## src/typepkg.sv

```systemverilog
package typepkg;

	typedef logic [7:0] dataLogic; // one program byte

	// order follows first appearance in the opcode map
	typedef enum logic [6:0]
	{
		BRK, ORA, KIL, SLO, NOP, ASL, PHP, ANC, BPL, CLC,
		JSR, AND, RLA, BIT, ROL, PLP, BMI, SEC, RTI, EOR,
		SRE, LSR, PHA, ALR, JMP, BVC, CLI, RTS, ADC, RRA,
		ROR, PLA, ARR, BVS, SEI, STA, SAX, STY, STX, DEY,
		TXA, XAA, BCC, AHX, TYA, TXS, TAS, SHY, SHX, LDY,
		LDA, LDX, LAX, TAY, TAX, BCS, CLV, TSX, LAS, CPY,
		CMP, DCP, DEC, INY, DEX, AXS, BNE, CLD, CPX, SBC,
		ISC, INC, INX, BEQ, SED
	} Opcode;

	typedef enum logic [3:0]
	{
		Imp, Imm, Ind, IzX, IzY, Zp, ZpX, ZpY, Abs, AbX, AbY, Rel
	} Addressing;

	localparam logic [15:0] resetPc = 16'h0200; // address of the byte after reset

	localparam Opcode opTable [256] = '{
		BRK, ORA, KIL, SLO, NOP, ORA, ASL, SLO, PHP, ORA, ASL, ANC, NOP, ORA, ASL, SLO, // 0x
		BPL, ORA, KIL, SLO, NOP, ORA, ASL, SLO, CLC, ORA, NOP, SLO, NOP, ORA, ASL, SLO, // 1x
		JSR, AND, KIL, RLA, BIT, AND, ROL, RLA, PLP, AND, ROL, ANC, BIT, AND, ROL, RLA, // 2x
		BMI, AND, KIL, RLA, NOP, AND, ROL, RLA, SEC, AND, NOP, RLA, NOP, AND, ROL, RLA, // 3x
		RTI, EOR, KIL, SRE, NOP, EOR, LSR, SRE, PHA, EOR, LSR, ALR, JMP, EOR, LSR, SRE, // 4x
		BVC, EOR, KIL, SRE, NOP, EOR, LSR, SRE, CLI, EOR, NOP, SRE, NOP, EOR, LSR, SRE, // 5x
		RTS, ADC, KIL, RRA, NOP, ADC, ROR, RRA, PLA, ADC, ROR, ARR, JMP, ADC, ROR, RRA, // 6x
		BVS, ADC, KIL, RRA, NOP, ADC, ROR, RRA, SEI, ADC, NOP, RRA, NOP, ADC, ROR, RRA, // 7x
		NOP, STA, NOP, SAX, STY, STA, STX, SAX, DEY, NOP, TXA, XAA, STY, STA, STX, SAX, // 8x
		BCC, STA, KIL, AHX, STY, STA, STX, SAX, TYA, STA, TXS, TAS, SHY, STA, SHX, AHX, // 9x
		LDY, LDA, LDX, LAX, LDY, LDA, LDX, LAX, TAY, LDA, TAX, LAX, LDY, LDA, LDX, LAX, // ax
		BCS, LDA, KIL, LAX, LDY, LDA, LDX, LAX, CLV, LDA, TSX, LAS, LDY, LDA, LDX, LAX, // bx
		CPY, CMP, NOP, DCP, CPY, CMP, DEC, DCP, INY, CMP, DEX, AXS, CPY, CMP, DEC, DCP, // cx
		BNE, CMP, KIL, DCP, NOP, CMP, DEC, DCP, CLD, CMP, NOP, DCP, NOP, CMP, DEC, DCP, // dx
		CPX, SBC, NOP, ISC, CPX, SBC, INC, ISC, INX, SBC, NOP, SBC, CPX, SBC, INC, ISC, // ex
		BEQ, SBC, KIL, ISC, NOP, SBC, INC, ISC, SED, SBC, NOP, ISC, NOP, SBC, INC, ISC  // fx
	};

	// KIL and other jam codes sit in the Imp slots
	localparam Addressing modeTable [256] = '{
		Imp, IzX, Imp, IzX, Zp,  Zp,  Zp,  Zp,  Imp, Imm, Imp, Imm, Abs, Abs, Abs, Abs, // 0x
		Rel, IzY, Imp, IzY, ZpX, ZpX, ZpX, ZpX, Imp, AbY, Imp, AbY, AbX, AbX, AbX, AbX, // 1x
		Abs, IzX, Imp, IzX, Zp,  Zp,  Zp,  Zp,  Imp, Imm, Imp, Imm, Abs, Abs, Abs, Abs, // 2x
		Rel, IzY, Imp, IzY, ZpX, ZpX, ZpX, ZpX, Imp, AbY, Imp, AbY, AbX, AbX, AbX, AbX, // 3x
		Imp, IzX, Imp, IzX, Zp,  Zp,  Zp,  Zp,  Imp, Imm, Imp, Imm, Abs, Abs, Abs, Abs, // 4x
		Rel, IzY, Imp, IzY, ZpX, ZpX, ZpX, ZpX, Imp, AbY, Imp, AbY, AbX, AbX, AbX, AbX, // 5x
		Imp, IzX, Imp, IzX, Zp,  Zp,  Zp,  Zp,  Imp, Imm, Imp, Imm, Ind, Abs, Abs, Abs, // 6x
		Rel, IzY, Imp, IzY, ZpX, ZpX, ZpX, ZpX, Imp, AbY, Imp, AbY, AbX, AbX, AbX, AbX, // 7x
		Imm, IzX, Imm, IzX, Zp,  Zp,  Zp,  Zp,  Imp, Imm, Imp, Imm, Abs, Abs, Abs, Abs, // 8x
		Rel, IzY, Imp, IzY, ZpX, ZpX, ZpY, ZpY, Imp, AbY, Imp, AbY, AbX, AbX, AbY, AbY, // 9x
		Imm, IzX, Imm, IzX, Zp,  Zp,  Zp,  Zp,  Imp, Imm, Imp, Imm, Abs, Abs, Abs, Abs, // ax
		Rel, IzY, Imp, IzY, ZpX, ZpX, ZpY, ZpY, Imp, AbY, Imp, AbY, AbX, AbX, AbY, AbY, // bx
		Imm, IzX, Imm, IzX, Zp,  Zp,  Zp,  Zp,  Imp, Imm, Imp, Imm, Abs, Abs, Abs, Abs, // cx
		Rel, IzY, Imp, IzY, ZpX, ZpX, ZpX, ZpX, Imp, AbY, Imp, AbY, AbX, AbX, AbX, AbX, // dx
		Imm, IzX, Imm, IzX, Zp,  Zp,  Zp,  Zp,  Imp, Imm, Imp, Imm, Abs, Abs, Abs, Abs, // ex
		Rel, IzY, Imp, IzY, ZpX, ZpX, ZpX, ZpX, Imp, AbY, Imp, AbY, AbX, AbX, AbX, AbX  // fx
	};

endpackage
```

## src/branchTarget.sv

```systemverilog
`timescale 1ns/100ps

module branchTarget (
	input logic clk,
	input logic rstN,
	input logic asmValid,
	input typepkg::Opcode asmOpcode,
	input typepkg::Addressing asmMode,
	input logic [1:0] asmLength,
	input logic [15:0] asmOperand,
	input logic [15:0] asmPc,
	output logic insValid,
	output typepkg::Opcode opcode,
	output typepkg::Addressing mode,
	output logic [1:0] length,
	output logic [15:0] operand,
	output logic [15:0] insPc,
	output logic [15:0] target,
	output logic targetValid
);

	logic [15:0] nextPc;
	logic [15:0] relTarget;
	logic isRel;
	logic isJump;

	assign nextPc = asmPc + 16'd2; // branches are always two bytes
	assign relTarget = nextPc + {{8{asmOperand[7]}}, asmOperand[7:0]};
	assign isRel = asmMode == typepkg::Rel;
	assign isJump = (asmOpcode == typepkg::JMP || asmOpcode == typepkg::JSR)
		&& asmMode == typepkg::Abs; // JMP ind has no static target

	always_ff @(posedge clk or negedge rstN)
	begin
		if (!rstN)
		begin
			insValid <= 1'b0;
			targetValid <= 1'b0;
		end
		else
		begin
			insValid <= asmValid;
			targetValid <= asmValid && (isRel || isJump);
		end
	end

	always_ff @(posedge clk)
	begin
		if (asmValid)
		begin
			opcode <= asmOpcode;
			mode <= asmMode;
			length <= asmLength;
			operand <= asmOperand;
			insPc <= asmPc;
			target <= isRel ? relTarget : (isJump ? asmOperand : 16'h0000);
		end
	end

	assert property (@(posedge clk) disable iff (!rstN) targetValid |-> insValid)
		else $error("branchTarget: targetValid without insValid");

endmodule

```

## config.mk

```make
export PLATFORM = sky130hd
export DESIGN_NAME = branchTarget
export DESIGN_NICKNAME = d
export VERILOG_FILES = /design/src/typepkg.sv /design/src/branchTarget.sv
export SDC_FILE = /design/constraint.sdc
export NUM_CORES = 1
export LEC_CHECK = 0
export ABC_CLOCK_PERIOD_IN_PS = 800
export BUFFER_PORTS_ARGS = -buffer_cell sky130_fd_sc_hd__buf_2
export CORE_UTILIZATION = 45
export DETAILED_ROUTE_END_ITERATION = 10
export HOLD_SLACK_MARGIN = 0.12
export PLACE_DENSITY = 0.74
export SETUP_SLACK_MARGIN = 0.15
export SLEW_MARGIN = 20
export SYNTH_ARGS = -nofsm -noshare
export SYNTH_HDL_FRONTEND = slang
export SYNTH_SLANG_ARGS = --single-unit
```

## constraint.sdc

```tcl
create_clock -name clk -period 0.8 [get_ports clk]
set_clock_uncertainty 0.1 [all_clocks]
set_input_delay 0.16 -clock clk [delete_from_list [all_inputs] [get_ports clk]]
set_output_delay 0.16 -clock clk [all_outputs]
set_load 0.05 [all_outputs]
```

==> reports/results.tsv <==
metric	value	unit
Synth Net Count	301	
clk buf depth	2	
status	complete, but fails checks	
# IOs	111	
worst vdd ir	1.50	mV
Setup CP Type	in -> reg	
CP delay by family, top	simple AND/OR/NAND/NOR gates	
cts hold-fix bufs	1	
Mapped Area	3040	um2
total chip power	0.0109	W
global-route wire length before repair	13000	um
fin worst setup slack	-1.48	ns
failing checks	design-rule violations, negative hold slack, negative setup slack	
DR WL/cell	17.6	um
Fin. Hold Viols	43	
vias per cell	5.43	
Pins Over Slew Limit	0	
Worst setup EP type	flop	
GPL Wtd Cong	0.824	
worst min path class	in -> reg	
Layout Cells excl Fill	481	
DRT iter0 DRCs	124	
Buf/Inv on CP	4	
worst stage delay on the critical path	0.42	ns
Synth async-reset ratio	3.17	%
top cells by area, synth	edfxtp_1 (60%), ha_1 (12%), o21ai_0 (2.6%)	
PortBufs	110	
# nets final	477	
DP Area	4390	um2
Slew headroom	74.0	%
sequential cell area fraction in the yosys report	61.9	%
synthesized instance count	223	
drt drc	17	
slowest stage cell, crit path	or4_1	
final setup fails	80	
Starting Density	47.4	%
H-Tree Depth	3	
Avg Cell Area, Syn	13.6	um2
Hold WS	-0.118	ns
Clock Sinks	63	
GRT Util Overall	24.2	%
Layout area overhead	78.4	%
max_cap viols	0	
initial antenna violation count	0	
CP arrival	2.29	ns
die width	84.2	um
Max Clock Freq	0.438	GHz
height of the die	84.2	um
Final HPWL DP	5390	um
Post-synth EDFFs	61	
layout cells sized above 1	60.6	%
final period utilization	285	%
Place WS	-1.91	ns
DR pass1 iterations	7	
crit-path cells	buf_12 > inv_12 > ha_4 > inv_2 > ha_4 > inv_2 > fa_2 > and2b_2 > o2111ai_4 > a211oi_2 > or4_1 > a32o_1	
critical path required time	0.81	ns
DP Cell Count	458	
largest net degree at the start of global routing	38	
Antenna diodes	0	
Setup crit start kind	input port	
remaining antenna violation count after routing	0	
CTS root buf	clkbuf_8	
final instance area	5430	um2
Ys Warns	0	
P_leak	2.26	nW
CTS Buf Count	9	
die area	7090	um2
row count	29	
Placeable Area	6420	um2
RSZ-0062 raised after global routing	yes	
CTS tree	yes	
crit path time final	2.28	ns
Cell variety after synth	43	
vias in the first global route	2700	
Yosys top cell by area	edfxtp_1	
Worst Tran Pin Value	0.389	ns
Yosys top cell area share	60.2	%
Fillers	324	
largest fanout on the critical path	5	
via count	2614	
grt total ovfl	0	
#FFs+latches synth	63	
final wirelength	8460	um
register clock-pin slew on the reported worst setup and hold paths	0.08	ns
power density over the cells	2010	nW/um2
Main synth FF type	edfxtp_1	
## cell usage after synthesis (2+ instances only)
master and n:
a21o_1 7, o211ai_1 2, a31oi_1 3, or3_1 3, edfxtp_1 61, nand4_1 2
xor2_1 3, ha_1 29, nor2_1 9, a21oi_1 7, and3_1 3, dfrtp_1 2
o21a_1 2, nor4b_1 2, clkbuf_1 3, a211oi_1 2, xnor2_1 5, o21ai_0 16
nand3_1 5, nor2b_1 2, o31ai_1 2, a22o_1 2, a221oi_1 2, and3b_1 2
nand2_1 16, a32o_1 3, inv_1 10, nor3_1 3
## cells in the final DEF (no fill, tap or decap), types with 3 or more instances in the layout
cell type	instances
buf_4	45
buf_12	4
o21ai_2	4
ha_4	23
a21o_1	7
o21ai_1	8
edfxtp_1	61
buf_2	37
ha_1	5
inv_1	6
xnor2_1	3
a21oi_1	3
clkinv_4	3
a32o_1	3
buf_8	4
nand3_1	4
nor2_1	7
or3_1	3
bufinv_16	3
o21ai_0	4
nand2_1	14
buf_6	78
clkbuf_8	9
a21oi_2	3
## layer usage
metal	routed length [um]	up-vias	track usage [%]
li1	-	1233	-
met2	4470	96	41.7
met1	3220	1271	28.6
met5	0	-	0
met3	580	14	5.90
met4	185	0	11.4
## final cells by class
| type | count | area [um2] | share of cell area (%) |
|---|---|---|---|
| sequential | 63 | 1880 | 34.7 |
| multi-input combinational | 146 | 1590 | 29.3 |
| timing repair buffer | 169 | 1550 | 28.6 |
| clock buffer | 9 | 124 | 2.28 |
| clock inverter | 7 | 121 | 2.24 |
| tap | 77 | 96.3 | 1.78 |
| inverter | 10 | 57.6 | 1.06 |
## metrics by stage
stage               util (%)  TNS [ns]
floorplan                  -    -20.36
global placement        68.4    -30.75
detailed placement      68.4    -32.42
CTS                     83.1    -36.85
global route            84.5    -40.72
finish                  84.5    -38.20
## flip-flops by register name, summed over array words and instances, names as in the netlist
name	cells
insPc	16
operand	16
target	16
opcode	7
mode	4
length	2
insValid	1
targetValid	1
## where the power goes
group / internal, W / switching [W] / leakage, nW / total (W)
clock network: 0.00208 / 0.00135 / 0.123 / 0.00343
registers: 0.00389 / 0.000117 / 0.615 / 0.00401
logic: 0.00153 / 0.00194 / 1.52 / 0.00347
total: 0.00750 / 0.00341 / 2.26 / 0.0109
## logic make-up after synthesis
kind of cell / after synthesis / share of synthesized area, %
AND/OR/NAND/NOR: 53 / 9.01
buffers and inverters: 14 / 1.77
multiplexers: 1 / 0.329
flip-flops: 63 / 61.9
adder cells (fa/ha/maj): 30 / 12.6
AO/OA/AOI/OAI: 54 / 12.1
XOR/XNOR: 8 / 2.30
## path summary, 6_finish.rpt
path | startpoint | to | slack, ns | cells past startpoint
setup / recovery | asmPc[1] | target[13] | -1.48 | 12
hold / removal | asmOpcode[1] | opcode[1] | -0.12 | 1
max in group asynchronous | rstN | targetValid | 0.47 | 2
min in group asynchronous | rstN | insValid | 0.03 | 2
## repair_timing
action | 4_1_cts | 5_1_grt
resized for setup | 187 | 15
setup endpoints to repair | 80 | 80
pin swaps | 23 | 16
endpoints found under the hold margin | 63 | 60
setup buffers | 2 | 4
Note: power is estimated with default switching activity, not from simulation.
